<file path="config.mk">
export PLATFORM = sky130hd
export DESIGN_NAME = row_mem
export DESIGN_NICKNAME = d
export VERILOG_FILES = /design/src/rtl/lu_pkg.sv /design/src/rtl/row_mem.sv
export VERILOG_INCLUDE_DIRS = /design/src /design/src/include
export SDC_FILE = /design/constraint.sdc
export NUM_CORES = 1
export LEC_CHECK = 0
export BUFFER_PORTS_ARGS = -buffer_cell sky130_fd_sc_hd__buf_4
export CORE_ASPECT_RATIO = 1.5
export CORE_MARGIN = 1
export CORE_UTILIZATION = 48
export DETAILED_ROUTE_END_ITERATION = 16
export GPL_ROUTABILITY_DRIVEN = 0
export PLACE_DENSITY = 0.72
export SETUP_SLACK_MARGIN = 0.3
export SLEW_MARGIN = 20
export SYNTH_ARGS = -nofsm -noshare
export SYNTH_HDL_FRONTEND = slang
export SYNTH_SLANG_ARGS = --single-unit
export TNS_END_PERCENT = 50
</file>
<file path="constraint.sdc">
create_clock -name clk_i -period 14.8 [get_ports clk_i]
set_input_delay 2.96 -clock clk_i [delete_from_list [all_inputs] [get_ports clk_i]]
set_output_delay 2.96 -clock clk_i [all_outputs]
set_load 0.005 [all_outputs]
</file>
<file path="src/include/lu_cfg.svh">
`ifndef LU_CFG_SVH
`define LU_CFG_SVH

// matrix is LU_SIZE x LU_SIZE
`define LU_SIZE 4

// bits per real or imaginary part
`define LU_WIDTH 16

// fraction bits of each part
`define LU_FRAC 12

// row index width, clog2 of LU_SIZE
`define LU_ADDR_W 2

`endif

</file>
<file path="src/rtl/lu_pkg.sv">
`include "lu_cfg.svh"

package lu_pkg;

  // one signed real or imaginary part
  typedef logic signed [`LU_WIDTH-1:0] part_t;

  // complex element {imag, real}
  typedef logic [2*`LU_WIDTH-1:0] cplx_t;

  // a full row, element 0 in the low bits
  typedef logic [`LU_SIZE*2*`LU_WIDTH-1:0] row_t;

  typedef logic [`LU_ADDR_W-1:0] addr_t;

  typedef enum logic [1:0] {
    IDLE,
    PIVOT, // read pivot row, run reciprocal
    ELIM,  // eliminate rows below pivot
    EMIT   // present L column and U row
  } lu_state_t;

endpackage

</file>
<file path="src/rtl/row_mem.sv">
`timescale 1ns/1ps
`include "lu_cfg.svh"

module row_mem import lu_pkg::*; (
  input  logic  clk_i,
  input  logic  rst_ni,

  // matrix load from outside
  input  logic  load_we_i,
  input  addr_t load_addr_i,
  input  row_t  load_row_i,

  // controller read, answered one cycle later
  input  logic  rd_valid_i,
  input  addr_t rd_addr_i,
  output row_t  rd_row_o,
  output addr_t rd_addr_o,
  output logic  rd_valid_o,

  // elimination write-back, always accepted
  input  logic  wr_en_i,
  input  addr_t wr_addr_i,
  input  row_t  wr_row_i
);

  row_t mem [`LU_SIZE];

  always_ff @(posedge clk_i) begin
    if (load_we_i) begin
      mem[load_addr_i] <= load_row_i;
    end else if (wr_en_i) begin
      mem[wr_addr_i] <= wr_row_i;
    end
  end

  always_ff @(posedge clk_i) begin
    if (rd_valid_i) begin
      rd_row_o  <= mem[rd_addr_i]; // old row on same-cycle write
      rd_addr_o <= rd_addr_i;      // echo for response matching
    end
  end

  always_ff @(posedge clk_i) begin
    if (!rst_ni) begin
      rd_valid_o <= 1'b0;
    end else begin
      rd_valid_o <= rd_valid_i;
    end
  end

endmodule

</file>
==> results_dict.tcl <==
set metrics [dict create \
    total_leakage_power_uw 0.0108 \
    fin_crit_ns 5.59 \
    placed_cells 1992 \
    ys_ff_latch 643 \
    status "finished, final reports clean" \
    crit_chain "buf_4 -> nand2b_4 -> buf_4 -> buf_4 -> mux2_4" \
    rr_worst_depth 1 \
    crit_top_cell "buf_4" \
    crit_type "in2reg" \
    fin_crit_sh_pct 37.8 \
    core_area_um2 50500 \
    nFillCells 3652 \
    finalSetupViolCount 0 \
    finalInstanceArea_um2 30000 \
    start_util_pct 48.6 \
    post-dp-hpwl_um 28900 \
    whs_path_depth 1 \
    synthAdderAreaFrac_pct 0 \
    synth-xor-area-share_pct 0 \
    slew_viol_final 0 \
    dieArea_um2 52100 \
    finalHoldViolCount 0 \
    worstMarginPinSlew_ns 1.02 \
    placed_cell_area_um2 28100 \
    holdWs_ns 0.623 \
    cts.path.max_buffers 3 \
    synthDistinctLibCells 19 \
    antenna_found_initial 8 \
    drt_iter0_drc 654 \
    routed_wl_um 47600 \
    hold_buffers 0 \
    post-cts-setup-buffers 0 \
    wl_per_cell_um 22.6 \
    die_h_um 279 \
    stdcell_count 2103 \
    yosysMostFrequentCell "edfxtp_1" \
    synth_top_area_cell "edfxtp_1" \
    max-slew-margin-rel_pct 32.0 \
    cts-buffers-inserted 55 \
    dieWidth_um 187 \
    hp-class "reg2reg" \
    synthesis.nets 1223 \
    drive_gt1_share_pct 52.7 \
    grt_max_degree 83 \
    dr.pass1.iters 4 \
    muxShareOfSynthArea_pct 19.4 \
    overflow 0 \
    clkTransAtPathRegs_ns 0.06 \
    synth_top_family_by_area "multiplexers" \
    p_per_area_nw_per_um2 133 \
    portBuffers 397 \
    synth.avg_cell_area_um2 25.7 \
    arrival_ns 5.91 \
    cp-start-kind "input pin" \
    rows 101 \
    max_freq_mhz 179 \
    synth-simple-area-share_pct 0.265 \
    ys_warn_count 0 \
    synthFlopType "edfxtp_1" \
    grt_pass1_vias 11800 \
    area_delta_synth_final_pct 22.2 \
    grt_usage_pct 18.3 \
    avgViaCountPerCell 5.27 \
    rsz0062_at_grt "false" \
    synth_commonest_cells "edfxtp_1, mux4_2, mux2_4" \
    final_nets 1648 \
    ant_nets 0 \
    slowest_stage "buf_4" \
    cts_resized 0 \
    cp.required_ns 15.12 \
    yosys-top-cells-area "edfxtp_1, mux4_2, mux2_4" \
    cp.depth 5 \
    syn_inst 956 \
    synth_compound_area_share_pct 0.107 \
    pin_count 398 \
    critical_path_buf_inv_count 3 \
    crit_path_end_kind "register" \
    clock-sinks 643 \
    grt_pass1_wl_um 70900 \
    h-tree-depth 2 \
    cts_tree "built" \
    final.setup_skew_ns 0.00710 \
    synth-edff-count 642 \
    netlist_area_um2 24500 \
    drcViolationCount 0 \
    tns_ns 0 \
    synth_top_area_share_pct 78.5 \
    async_flop_share_pct 0 \
    seq_area_frac_synth_pct 78.6 \
    vias 11100 \
    final_util_pct 59.3 \
    root_buffer "clkbuf_16" \
    drv_cap 0 \
    crit_fanout 47 \
    vdd_drop_max_uv 91.7 \
    crit_family "buffers and inverters" \
    clock_latency_ns 0.57 \
    max_stage_delay_ns 0.89 \
]
==> power by group <==
group          internal [uW]  total [uW]  switching (uW)
clock                    809        1430             616
sequential              2180        2220            36.9
combinational            192         344             152
==> kinds of logic (layout without fill, tap and decap cells) <==
| group | Yosys count | in the layout |
|---|---|---|
| buffers and inverters | 43 | 513 |
| AO/OA/AOI/OAI | 4 | 4 |
| AND/OR/NAND/NOR | 10 | 10 |
| flip-flops | 643 | 643 |
| other | 0 | 8 |
| multiplexers | 256 | 256 |
==> final cells by class <==
type / instances / area, um^2 / share of cell area (%)
flip-flops and latches: 643 / 19300 / 64.3
clock inverters: 35 / 337 / 1.12
clock buffers: 67 / 1460 / 4.88
repair buffers: 411 / 3120 / 10.4
diodes: 8 / 20.0 / 0.0667
multi-input cells: 270 / 4910 / 16.4
well taps: 669 / 837 / 2.79
==> flip-flops by register name (all words and copies together) (netlist names) <==
signal	cells
mem	512
rd_row_o	128
rd_valid_o	1
rd_addr_o	2
==> metal layers <==
metal | vias up | global-route usage, % | part of all wire [%]
met5 | - | 0 | 0
met4 | 0 | 7.78 | 3.6
met3 | 87 | 3.61 | 5.3
met2 | 352 | 32.9 | 55
met1 | 5724 | 21.3 | 37
li1 | 4917 | - | -
==> through the flow <==
| stage | total power (uW) | setup slack, ns |
|---|---|---|
| global placement | 2590 | 8.66 |
| detailed placement | 2610 | 8.61 |
| CTS | 4040 | 9.22 |
| global route | 4130 | 9.09 |
| finish | 3990 | 9.21 |
| floorplan | 2450 | 1.37 |
==> cell usage in the layout, fill, tap and decap left out <==
cell,instances
a21o_4,1
nand2_1,2
nand3b_1,2
clkinv_4,2
edfxtp_1,642
buf_16,1
mux4_2,128
dfxtp_1,1
clkbuf_16,57
buf_8,1
nor2_1,1
clkinv_1,12
bufinv_16,6
and2_1,1
nor4b_1,1
mux2_4,120
buf_4,406
nand3_1,2
clkbuf_1,10
o21ai_4,2
diode_2,8
clkinv_2,8
nand2b_4,1
clkinvlp_4,6
o32ai_4,1
inv_6,1
mux2_2,8
buf_6,3
==> path summary, 6_finish.rpt <==
path                            end  slack, ns                  from
max            mem[1][27]$_DFFE_PP_       9.21             load_we_i
min          rd_row_o[93]$_DFFE_PP_       0.62  mem[2][93]$_DFFE_PP_
max reg2reg  rd_row_o[52]$_DFFE_PP_      13.66  mem[3][52]$_DFFE_PP_
min reg2reg  rd_row_o[93]$_DFFE_PP_       0.62  mem[2][93]$_DFFE_PP_
No activity file was read; power rests on OpenSTA's default activity.
